$ cat config.mk
export PLATFORM = sky130hd
export DESIGN_NAME = mipsPipe
export DESIGN_NICKNAME = d
export VERILOG_FILES = /design/src/design/mipsTypesPkg.sv /design/src/design/pipeTypesPkg.sv /design/src/design/instrFetch.sv /design/src/design/instrDecode.sv /design/src/design/regFile.sv /design/src/design/aluExecute.sv /design/src/design/resultStage.sv /design/src/design/mipsPipe.sv
export SDC_FILE = /design/constraint.sdc
export NUM_CORES = 2
export LEC_CHECK = 0
export BUFFER_PORTS_ARGS = -buffer_cell sky130_fd_sc_hd__buf_2
export CAP_MARGIN = 20
export CORE_ASPECT_RATIO = 1.4
export CORE_MARGIN = 3
export CORE_UTILIZATION = 50
export CTS_CLUSTER_SIZE = 30
export DETAILED_ROUTE_END_ITERATION = 7
export PLACE_DENSITY = 0.66
export SYNTH_ARGS = -nofsm -noshare
export SYNTH_HDL_FRONTEND = slang
export SYNTH_SLANG_ARGS = --single-unit
$ cat constraint.sdc
create_clock -name clk -period 8.3 [get_ports clk]
set_input_delay 0.83 -clock clk [delete_from_list [all_inputs] [get_ports clk]]
set_output_delay 0.83 -clock clk [all_outputs]
set_load 0.02 [all_outputs]
$ cat src/design/mipsTypesPkg.sv
package mipsTypesPkg;

    ////////////////////////////////////////
    // Basic widths
    ////////////////////////////////////////
    typedef logic [31:0] word_t;     // Data or address word
    typedef logic [4:0]  regAddr_t;  // GPR number
    typedef logic [5:0]  opcode_t;
    typedef logic [5:0]  funct_t;
    typedef logic [4:0]  shamt_t;
    typedef logic [4:0]  excCode_t;  // Cause.ExcCode style

    // Boot and exception entry points
    localparam word_t RESET_PC   = 32'hBFC0_0000;
    localparam word_t EXC_VECTOR = 32'hBFC0_0380;

    localparam excCode_t EXC_NONE = 5'h00;
    localparam excCode_t EXC_RI   = 5'h0A;  // Reserved instruction
    localparam excCode_t EXC_OV   = 5'h0C;  // Signed overflow

    ////////////////////////////////////////
    // Opcodes
    ////////////////////////////////////////
    localparam opcode_t OP_SPECIAL = 6'h00;  // Register form, see funct
    localparam opcode_t OP_ADDI    = 6'h08;
    localparam opcode_t OP_ADDIU   = 6'h09;
    localparam opcode_t OP_SLTI    = 6'h0A;
    localparam opcode_t OP_SLTIU   = 6'h0B;
    localparam opcode_t OP_ANDI    = 6'h0C;
    localparam opcode_t OP_ORI     = 6'h0D;
    localparam opcode_t OP_XORI    = 6'h0E;
    localparam opcode_t OP_LUI     = 6'h0F;

    // Funct codes under OP_SPECIAL
    localparam funct_t FN_SLL  = 6'h00;
    localparam funct_t FN_SRL  = 6'h02;
    localparam funct_t FN_SRA  = 6'h03;
    localparam funct_t FN_ADD  = 6'h20;
    localparam funct_t FN_ADDU = 6'h21;
    localparam funct_t FN_SUB  = 6'h22;
    localparam funct_t FN_SUBU = 6'h23;
    localparam funct_t FN_AND  = 6'h24;
    localparam funct_t FN_OR   = 6'h25;
    localparam funct_t FN_XOR  = 6'h26;
    localparam funct_t FN_NOR  = 6'h27;
    localparam funct_t FN_SLT  = 6'h2A;
    localparam funct_t FN_SLTU = 6'h2B;

endpackage

$ cat src/design/pipeTypesPkg.sv
package pipeTypesPkg;
    import mipsTypesPkg::*;

    // Operation selected by decode, carried into execute
    typedef enum logic [3:0] {
        ALU_ADD,
        ALU_SUB,
        ALU_AND,
        ALU_OR,
        ALU_XOR,
        ALU_NOR,
        ALU_SLT,
        ALU_SLTU,
        ALU_SLL,
        ALU_SRL,
        ALU_SRA,
        ALU_LUI
    } aluOp_t;

    // Fetch unit states
    typedef enum logic [1:0] {
        S_IDLE,     // stb low between reads
        S_REQUEST,  // Read outstanding
        S_DROP      // Read outstanding, data to be discarded
    } fsmState_t;

    ////////////////////////////////////////
    // Ports
    ////////////////////////////////////////
    typedef struct packed {
        logic  cyc;
        logic  stb;
        word_t adr;
    } wbReq_t;

    typedef struct packed {
        word_t      pc;
        logic [3:0] wen;    // All ones on a register write
        regAddr_t   wnum;
        word_t      wdata;
    } wbTrace_t;

    ////////////////////////////////////////
    // Stage to stage
    ////////////////////////////////////////
    typedef struct packed {
        logic     valid;
        word_t    pc;
        aluOp_t   aluOp;
        word_t    rsVal;
        word_t    rtVal;
        word_t    imm;      // Already extended
        logic     useImm;
        shamt_t   shamt;
        regAddr_t rs;
        regAddr_t rt;
        regAddr_t dest;
        logic     write;
        logic     ovEn;     // ADD, SUB, ADDI trap on overflow
        excCode_t exc;      // Pending code from decode
    } decodedOp_t;

    typedef struct packed {
        logic     valid;
        word_t    pc;
        regAddr_t dest;
        logic     write;
        word_t    result;
        excCode_t exc;
    } execResult_t;

endpackage

$ cat src/design/instrFetch.sv
`timescale 1ns/1ps

module instrFetch (
    input  logic                 clk,
    input  logic                 rst,
    output pipeTypesPkg::wbReq_t wbReq_o,
    input  logic                 wbAck_i,
    input  mipsTypesPkg::word_t  wbDat_i,
    input  logic                 flush_i,
    output mipsTypesPkg::word_t  instr_o,
    output mipsTypesPkg::word_t  instrPc_o,
    output logic                 instrValid_o
);
    import mipsTypesPkg::*;
    import pipeTypesPkg::*;

    fsmState_t state;
    word_t     pc;         // Also the bus address
    logic      busy;

    ////////////////////////////////////////
    // Wishbone classic read master
    ////////////////////////////////////////
    always_ff @(posedge clk or posedge rst) begin
        if (rst) begin
            state <= S_IDLE;
            pc    <= RESET_PC;
        end else begin
            case (state)
                S_IDLE: begin
                    if (flush_i) begin
                        pc <= EXC_VECTOR;
                    end
                    state <= S_REQUEST;
                end
                S_REQUEST: begin
                    if (wbAck_i) begin
                        pc    <= flush_i ? EXC_VECTOR : pc + 32'd4;
                        state <= S_IDLE;      // stb low for one cycle
                    end else if (flush_i) begin
                        state <= S_DROP;      // adr held until the slave answers
                    end
                end
                S_DROP: begin
                    if (wbAck_i) begin
                        pc    <= EXC_VECTOR;
                        state <= S_IDLE;
                    end
                end
                default: state <= S_IDLE;
            endcase
        end
    end

    assign busy = (state != S_IDLE);

    always_comb begin
        wbReq_o.cyc = busy;
        wbReq_o.stb = busy;
        wbReq_o.adr = pc;
    end

    // Data is valid in the ack cycle, decode samples it on the same edge
    assign instr_o      = wbDat_i;
    assign instrPc_o    = pc;
    assign instrValid_o = (state == S_REQUEST) && wbAck_i && !flush_i;

endmodule

$ cat src/design/instrDecode.sv
`timescale 1ns/1ps

module instrDecode (
    input  logic                     clk,
    input  logic                     rst,
    input  logic                     flush_i,
    input  mipsTypesPkg::word_t      instr_i,
    input  mipsTypesPkg::word_t      instrPc_i,
    input  logic                     instrValid_i,
    output mipsTypesPkg::regAddr_t   rsAddr_o,
    output mipsTypesPkg::regAddr_t   rtAddr_o,
    input  mipsTypesPkg::word_t      rsData_i,
    input  mipsTypesPkg::word_t      rtData_i,
    output pipeTypesPkg::decodedOp_t op_o
);
    import mipsTypesPkg::*;
    import pipeTypesPkg::*;

    word_t       instrD;
    word_t       pcD;
    logic        validD;

    opcode_t     opcode;
    funct_t      funct;
    regAddr_t    rs;
    regAddr_t    rt;
    regAddr_t    rd;
    shamt_t      shamt;
    logic [15:0] imm16;

    aluOp_t      aluOp;
    logic        legal;
    logic        immForm;
    logic        zeroExt;
    logic        ovEn;

    ////////////////////////////////////////
    // Decode register
    ////////////////////////////////////////
    always_ff @(posedge clk or posedge rst) begin
        if (rst) begin
            validD <= 1'b0;
        end else begin
            validD <= instrValid_i && !flush_i;
        end
    end

    always_ff @(posedge clk) begin
        if (instrValid_i) begin
            instrD <= instr_i;
            pcD    <= instrPc_i;
        end
    end

    // Field split
    assign opcode = instrD[31:26];
    assign rs     = instrD[25:21];
    assign rt     = instrD[20:16];
    assign rd     = instrD[15:11];
    assign shamt  = instrD[10:6];
    assign funct  = instrD[5:0];
    assign imm16  = instrD[15:0];

    assign rsAddr_o = rs;
    assign rtAddr_o = rt;

    always_comb begin
        aluOp = ALU_ADD;
        legal = 1'b1;
        case (opcode)
            OP_SPECIAL: begin
                case (funct)
                    FN_ADD, FN_ADDU: aluOp = ALU_ADD;
                    FN_SUB, FN_SUBU: aluOp = ALU_SUB;
                    FN_AND:          aluOp = ALU_AND;
                    FN_OR:           aluOp = ALU_OR;
                    FN_XOR:          aluOp = ALU_XOR;
                    FN_NOR:          aluOp = ALU_NOR;
                    FN_SLT:          aluOp = ALU_SLT;
                    FN_SLTU:         aluOp = ALU_SLTU;
                    FN_SLL:          aluOp = ALU_SLL;
                    FN_SRL:          aluOp = ALU_SRL;
                    FN_SRA:          aluOp = ALU_SRA;
                    default:         legal = 1'b0;
                endcase
            end
            OP_ADDI, OP_ADDIU: aluOp = ALU_ADD;
            OP_SLTI:           aluOp = ALU_SLT;
            OP_SLTIU:          aluOp = ALU_SLTU;  // Compares against the sign-extended imm
            OP_ANDI:           aluOp = ALU_AND;
            OP_ORI:            aluOp = ALU_OR;
            OP_XORI:           aluOp = ALU_XOR;
            OP_LUI:            aluOp = ALU_LUI;
            default:           legal = 1'b0;  // Everything else is RI
        endcase
    end

    assign immForm = (opcode != OP_SPECIAL);
    assign zeroExt = (opcode == OP_ANDI) || (opcode == OP_ORI) || (opcode == OP_XORI);
    assign ovEn    = (opcode == OP_ADDI)
                  || ((opcode == OP_SPECIAL) && ((funct == FN_ADD) || (funct == FN_SUB)));

    always_comb begin
        op_o.valid  = validD;
        op_o.pc     = pcD;
        op_o.aluOp  = aluOp;
        op_o.rsVal  = rsData_i;
        op_o.rtVal  = rtData_i;
        op_o.imm    = zeroExt ? {16'h0000, imm16} : {{16{imm16[15]}}, imm16};
        op_o.useImm = immForm;
        op_o.shamt  = shamt;
        op_o.rs     = rs;
        op_o.rt     = rt;
        op_o.dest   = immForm ? rt : rd;
        op_o.write  = legal;
        op_o.ovEn   = ovEn;
        op_o.exc    = legal ? EXC_NONE : EXC_RI;
    end

endmodule

$ cat src/design/regFile.sv
`timescale 1ns/1ps

module regFile (
    input  logic                   clk,
    input  mipsTypesPkg::regAddr_t rsAddr_i,
    input  mipsTypesPkg::regAddr_t rtAddr_i,
    output mipsTypesPkg::word_t    rsData_o,
    output mipsTypesPkg::word_t    rtData_o,
    input  logic                   we_i,
    input  mipsTypesPkg::regAddr_t wAddr_i,
    input  mipsTypesPkg::word_t    wData_i
);
    import mipsTypesPkg::*;

    word_t regs [32];

    always_ff @(posedge clk) begin
        if (we_i && (wAddr_i != '0)) begin
            regs[wAddr_i] <= wData_i;
        end
    end

    // $zero first, then bypass of the write in this cycle
    function automatic word_t readPort(input regAddr_t addr);
        if (addr == '0) begin
            return '0;
        end else if (we_i && (wAddr_i == addr)) begin
            return wData_i;
        end
        return regs[addr];
    endfunction

    assign rsData_o = readPort(rsAddr_i);
    assign rtData_o = readPort(rtAddr_i);

endmodule

$ cat src/design/aluExecute.sv
`timescale 1ns/1ps

module aluExecute (
    input  logic                      clk,
    input  logic                      rst,
    input  logic                      flush_i,
    input  pipeTypesPkg::decodedOp_t  op_i,
    input  pipeTypesPkg::execResult_t fwd_i,
    output pipeTypesPkg::execResult_t res_o
);
    import mipsTypesPkg::*;
    import pipeTypesPkg::*;

    decodedOp_t opE;
    logic       fwdOk;
    word_t      srcA;
    word_t      srcB;
    word_t      opB;
    word_t      sum;
    word_t      diff;
    word_t      result;
    logic       addOv;
    logic       subOv;
    logic       overflow;

    // Execute register, only valid is reset
    always_ff @(posedge clk or posedge rst) begin
        if (rst) begin
            opE.valid <= 1'b0;
        end else begin
            opE       <= op_i;
            opE.valid <= op_i.valid && !flush_i;
        end
    end

    ////////////////////////////////////////
    // Forwarding from the result register
    ////////////////////////////////////////
    assign fwdOk = fwd_i.valid && fwd_i.write && (fwd_i.exc == EXC_NONE) && (fwd_i.dest != '0);

    assign srcA = (fwdOk && (fwd_i.dest == opE.rs)) ? fwd_i.result : opE.rsVal;
    assign srcB = (fwdOk && (fwd_i.dest == opE.rt)) ? fwd_i.result : opE.rtVal;
    assign opB  = opE.useImm ? opE.imm : srcB;

    assign sum  = srcA + opB;
    assign diff = srcA - opB;

    always_comb begin
        case (opE.aluOp)
            ALU_ADD:  result = sum;
            ALU_SUB:  result = diff;
            ALU_AND:  result = srcA & opB;
            ALU_OR:   result = srcA | opB;
            ALU_XOR:  result = srcA ^ opB;
            ALU_NOR:  result = ~(srcA | opB);
            ALU_SLT:  result = {31'd0, $signed(srcA) < $signed(opB)};
            ALU_SLTU: result = {31'd0, srcA < opB};
            ALU_SLL:  result = opB << opE.shamt;        // Shifts act on rt
            ALU_SRL:  result = opB >> opE.shamt;
            ALU_SRA:  result = word_t'($signed(opB) >>> opE.shamt);
            ALU_LUI:  result = {opE.imm[15:0], 16'h0000};
            default:  result = sum;
        endcase
    end

    // Signed overflow: operand signs vs result sign
    assign addOv    = (srcA[31] == opB[31]) && (sum[31] != srcA[31]);
    assign subOv    = (srcA[31] != opB[31]) && (diff[31] != srcA[31]);
    assign overflow = opE.ovEn && ((opE.aluOp == ALU_SUB) ? subOv : addOv);

    always_comb begin
        res_o.valid  = opE.valid;
        res_o.pc     = opE.pc;
        res_o.dest   = opE.dest;
        res_o.write  = opE.write;
        res_o.result = result;
        if (opE.exc != EXC_NONE) begin
            res_o.exc = opE.exc;  // RI wins over OV
        end else begin
            res_o.exc = overflow ? EXC_OV : EXC_NONE;
        end
    end

endmodule

$ cat src/design/resultStage.sv
`timescale 1ns/1ps

module resultStage (
    input  logic                      clk,
    input  logic                      rst,
    input  pipeTypesPkg::execResult_t res_i,
    output pipeTypesPkg::execResult_t fwd_o,
    output logic                      we_o,
    output mipsTypesPkg::regAddr_t    wAddr_o,
    output mipsTypesPkg::word_t       wData_o,
    output logic                      flush_o,
    output pipeTypesPkg::wbTrace_t    trace_o,
    output logic                      excValid_o,
    output mipsTypesPkg::excCode_t    excCode_o,
    output mipsTypesPkg::word_t       excPc_o
);
    import mipsTypesPkg::*;
    import pipeTypesPkg::*;

    execResult_t resR;
    logic        excNow;
    logic        doWrite;

    always_ff @(posedge clk or posedge rst) begin
        if (rst) begin
            resR.valid <= 1'b0;
        end else begin
            resR       <= res_i;
            resR.valid <= res_i.valid && !excNow;  // Younger op is killed by the flush
        end
    end

    assign excNow  = resR.valid && (resR.exc != EXC_NONE);
    assign doWrite = resR.valid && resR.write && (resR.exc == EXC_NONE) && (resR.dest != '0);

    assign fwd_o   = resR;
    assign we_o    = doWrite;
    assign wAddr_o = resR.dest;
    assign wData_o = resR.result;
    assign flush_o = excNow;

    ////////////////////////////////////////
    // Trace and exception report
    ////////////////////////////////////////
    always_comb begin
        trace_o.pc    = resR.pc;
        trace_o.wen   = doWrite ? 4'b1111 : 4'b0000;
        trace_o.wnum  = resR.dest;
        trace_o.wdata = resR.result;
    end

    assign excValid_o = excNow;
    assign excCode_o  = resR.exc;
    assign excPc_o    = resR.pc;

endmodule

$ cat src/design/mipsPipe.sv
`timescale 1ns/1ps

module mipsPipe (
    input  logic                   clk,
    input  logic                   rst,
    output pipeTypesPkg::wbReq_t   wbReq_o,
    input  logic                   wbAck_i,
    input  mipsTypesPkg::word_t    wbDat_i,
    output pipeTypesPkg::wbTrace_t trace_o,
    output logic                   excValid_o,
    output mipsTypesPkg::excCode_t excCode_o,
    output mipsTypesPkg::word_t    excPc_o
);
    import mipsTypesPkg::*;
    import pipeTypesPkg::*;

    // Fetch to decode
    word_t       instr;
    word_t       instrPc;
    logic        instrValid;

    // Register file ports
    regAddr_t    rsAddr;
    regAddr_t    rtAddr;
    word_t       rsData;
    word_t       rtData;
    logic        rfWe;
    regAddr_t    rfWAddr;
    word_t       rfWData;

    decodedOp_t  decOp;
    execResult_t execRes;
    execResult_t fwdRes;   // Result register fed back to execute
    logic        flush;

    instrFetch uFetch (
        .clk          (clk),
        .rst          (rst),
        .wbReq_o      (wbReq_o),
        .wbAck_i      (wbAck_i),
        .wbDat_i      (wbDat_i),
        .flush_i      (flush),
        .instr_o      (instr),
        .instrPc_o    (instrPc),
        .instrValid_o (instrValid)
    );

    instrDecode uDecode (
        .clk          (clk),
        .rst          (rst),
        .flush_i      (flush),
        .instr_i      (instr),
        .instrPc_i    (instrPc),
        .instrValid_i (instrValid),
        .rsAddr_o     (rsAddr),
        .rtAddr_o     (rtAddr),
        .rsData_i     (rsData),
        .rtData_i     (rtData),
        .op_o         (decOp)
    );

    regFile uRegFile (
        .clk      (clk),
        .rsAddr_i (rsAddr),
        .rtAddr_i (rtAddr),
        .rsData_o (rsData),
        .rtData_o (rtData),
        .we_i     (rfWe),
        .wAddr_i  (rfWAddr),
        .wData_i  (rfWData)
    );

    aluExecute uExecute (
        .clk     (clk),
        .rst     (rst),
        .flush_i (flush),
        .op_i    (decOp),
        .fwd_i   (fwdRes),
        .res_o   (execRes)
    );

    resultStage uResult (
        .clk        (clk),
        .rst        (rst),
        .res_i      (execRes),
        .fwd_o      (fwdRes),
        .we_o       (rfWe),
        .wAddr_o    (rfWAddr),
        .wData_o    (rfWData),
        .flush_o    (flush),
        .trace_o    (trace_o),
        .excValid_o (excValid_o),
        .excCode_o  (excCode_o),
        .excPc_o    (excPc_o)
    );

endmodule

==> flow_summary.yaml <==
global_route:
  overflow: 0
  grt_usage_pct: 31.6
  grt_max_degree: 118
  antenna_found_initial: 7
  grt_pass1_wl_um: 322000
  grt_pass1_vias: 44100
clocking:
  cts.reportedPaths.clkPinSlew_ps: 60
  cts_setup_buffers: 0
  clock_sinks: 1336
  cts_max_level: 4
  cts_made_buffers: 131
  cts_resized: 0
  postCtsHoldBufs: 0
  clockBufferDepth: 3
  cts_tree: "built"
  insertion_delay_ps: 790
  cts_root_buf: "clkbuf_16"
logic_synthesis:
  ys_warn_count: 0
  yosysTopAreaCell: "edfxtp_1"
  syn_area_per_cell_um2: 15.6
  synth_edf_count: 1291
  synthFlopType: "edfxtp_1"
  synthTopCellsByArea: "edfxtp_1 56%, mux4_2 21%, ha_1 1.8%, mux2i_1 1.6%, nand2_1 1.6%"
  ys_ff_latch: 1336
  synth_async_sr_flop_share_pct: 2.62
  synth.distinct_cells: 92
  synthCells: 4446
  yosysTopAreaCellShare_pct: 55.7
  ys_seq_area_share_pct: 57.3
  syn_area_mm2: 0.0696
job:
  cap_viol_max_count: 0
worst_setup_path:
  cp_max_fo: 15
  rr_endpoint: "uResult.excCode_o[3]"
  worstSetupStartpoint: "uResult.wAddr_o[4]"
  setup.worst_path.start_class: "register"
  ff2ff_path_depth: 16
  crit_arrival_ps: 7520
  crit_type: "reg -> reg"
  worst_ep_required_time_ps: 8780
  regToRegSetupSlack_ps: 1260
  crit_path_end_kind: "register"
  rr_startpoint: "uResult.wAddr_o[4]"
finish:
  drive_above_1_share_pct: 28.7
  final_common_cell: "edfxtp_1"
  final_area_mm2: 0.0767
  layout.nets: 4648
  final_cell_mix: "1,291 x edfxtp_1, 664 x mux4_2, 289 x nand2_1"
  syn2layout_area_growth_pct: 10.2
place:
  portBuffers: 171
  dpl_cell_area_mm2: 0.0723
  hpwl_um: 140000
  place_congestion: 1.06
detailed_routing:
  antenna_left: 0
  drc_errors: 0
  drt-wirelength-per-cell_um: 35.4
  routed_wl_um: 227000
  vias: 44600
  drt-pass1-iter-count: 6
  viasPerCell: 6.95
  drt_iter0_markers: 5549
floorplanning:
  initial_utilization_pct: 50.5
  die_area_mm2: 0.144
  pin_count: 180
  fp.dieH_um: 447
  core-area_mm2: 0.138
  row_count: 161
  die-width_um: 321
sta:
  timing.final.crit_share_pct: 84.8
  hold_slack_ps: 240
  layout_min_cycle_time_ps: 7040
  rsz0062_at_grt: "no"
  setup_tns_ps: 0
  skew_ps: 48.7
  maxSlewViolCount: 0
  worst_slew_pin_slew_ps: 1180
  final-hold-violation-count: 0
  slew-limit-headroom_pct: 20.8
  clock.fmax_ghz: 0.142
  finalSetupViolations: 0
pwr:
  p_leak_nw: 25.3
  peakVddDrop_mv: 0.220
  powerDensity_mw_per_mm2: 332
run_status:
  outcome: "finished clean"
worst_hold_path:
  hold_class: "in -> reg"
  min_path_cells: 1
  holdPathEnd: "uDecode.instrD[5]"
  hp-start: "wbDat_i[5]"
flip-flops by register name, summed over array words and instances (netlist names), named ones only:
name               cells
uDecode.pcD           30
uDecode.instrD        32
uResult.excCode_o      3
uResult.excPc_o       30
uFetch.instrPc_o      30
uExecute.res_o        37
uResult.wData_o       32
uResult.wAddr_o        5
uResult.fwd_o          2
uExecute.opE          98
uRegFile.regs       1024
uDecode.validD         1
uFetch.state           2
per-stage QoR:
| step | power, mW | utilization (%) | std cells | setup WS, ps |
|---|---|---|---|---|
| detailed placement | 19.4 | 52.5 | 6169 | 1150 |
| CTS | 25.5 | 55.6 | 6408 | 1150 |
| finish | 25.5 | 55.6 | 6414 | 1260 |
| floorplan | 16.1 | - | 4485 | 1260 |
| global route | 26.4 | 55.6 | 6410 | 1100 |
| global placement | 19.3 | 52.5 | 6169 | 1280 |
how the worst max path moves through the flow:
stage | endpoint | slack, ps
after global placement | uResult.excCode_o[3] | 1280
after floorplan | uDecode.validD | 1260
after global routing | uResult.excCode_o[3] | 1100
after CTS | uResult.excCode_o[3] | 1150
final | uResult.excCode_o[3] | 1260
after detailed placement | uResult.excCode_o[3] | 1150
final cells by class:
| class | instances | area (um2) |
|---|---|---|
| fill | 10800 | 61100 |
| sequential | 1336 | 39900 |
| multi-input combinational | 2588 | 27600 |
| clock buffer | 160 | 3560 |
| tap | 1793 | 2240 |
| timing repair buffer | 324 | 2080 |
| clock inverter | 79 | 811 |
| inverter | 130 | 497 |
| antenna | 4 | 10.0 |
cells by family after synthesis:
| group | synth area share (%) |
|---|---|
| adders and majority gates | 1.86 |
| buffers and inverters | 3.70 |
| muxes | 23.9 |
| AOI/OAI and AO/OA | 7.32 |
| other | 0.00539 |
| xor gates and xnor gates | 0.856 |
| and+or+nand+nor | 5.11 |
| DFF | 57.3 |
Yosys cell counts (9+ instances only):
cell      number
a211oi_1      16
o31a_1        14
a21o_1        22
nand4_1       32
o21ai_0      185
a31oi_1       66
nor3_1        39
nand3_1       75
and2_1        15
o22ai_1       22
dfxtp_1       10
o21bai_1      19
inv_1        121
o31ai_1       28
edfxtp_1    1291
a32oi_1        9
a21oi_1      164
xor2_1        22
o211ai_1      40
or3_1         16
ha_1         100
nand2b_1      19
mux2_2        49
dfstp_2        9
mux4_2       664
nand2_1      289
or2_2         12
or4_1          9
buf_2         14
buf_1         80
a221oi_1      36
mux2i_1      110
a22oi_1       25
nor4_1         9
buf_4        118
dfrtp_1       26
and3_1        17
a311oi_1      10
clkbuf_1     218
nor2_1       219
xnor2_1       46
where the power goes:
group          total, mW  internal [mW]  switching [mW]
Sequential          9.15           8.54           0.619
Combinational       10.2           4.29            5.93
Clock               6.10           3.48            2.62
Total               25.5           16.3            9.18
critical path, cell delays in order, from the launching register on:
cell	delay (ps)
edfxtp_1	600
xor2_1	220
nor3_1	320
nand4_1	890
buf_4	500
a21o_1	220
ha_1	530
nand4_1	210
nor4_1	390
o21ai_0	250
a21boi_0	810
a21oi_1	260
o21ai_0	450
a21oi_1	210
xnor2_1	180
a41oi_2	580
nand2b_1	130
layer usage:
layer | vias to the layer above | GRT usage [%] | part of all wire (%)
li1 | 18100 | - | -
met1 | 23300 | 38.9 | 35
met2 | 2512 | 53.0 | 50
met3 | 614 | 5.54 | 8.3
met4 | 6 | 17.9 | 6.7
met5 | - | 0 | 0.018
No activity file was read; power rests on OpenSTA's default activity.
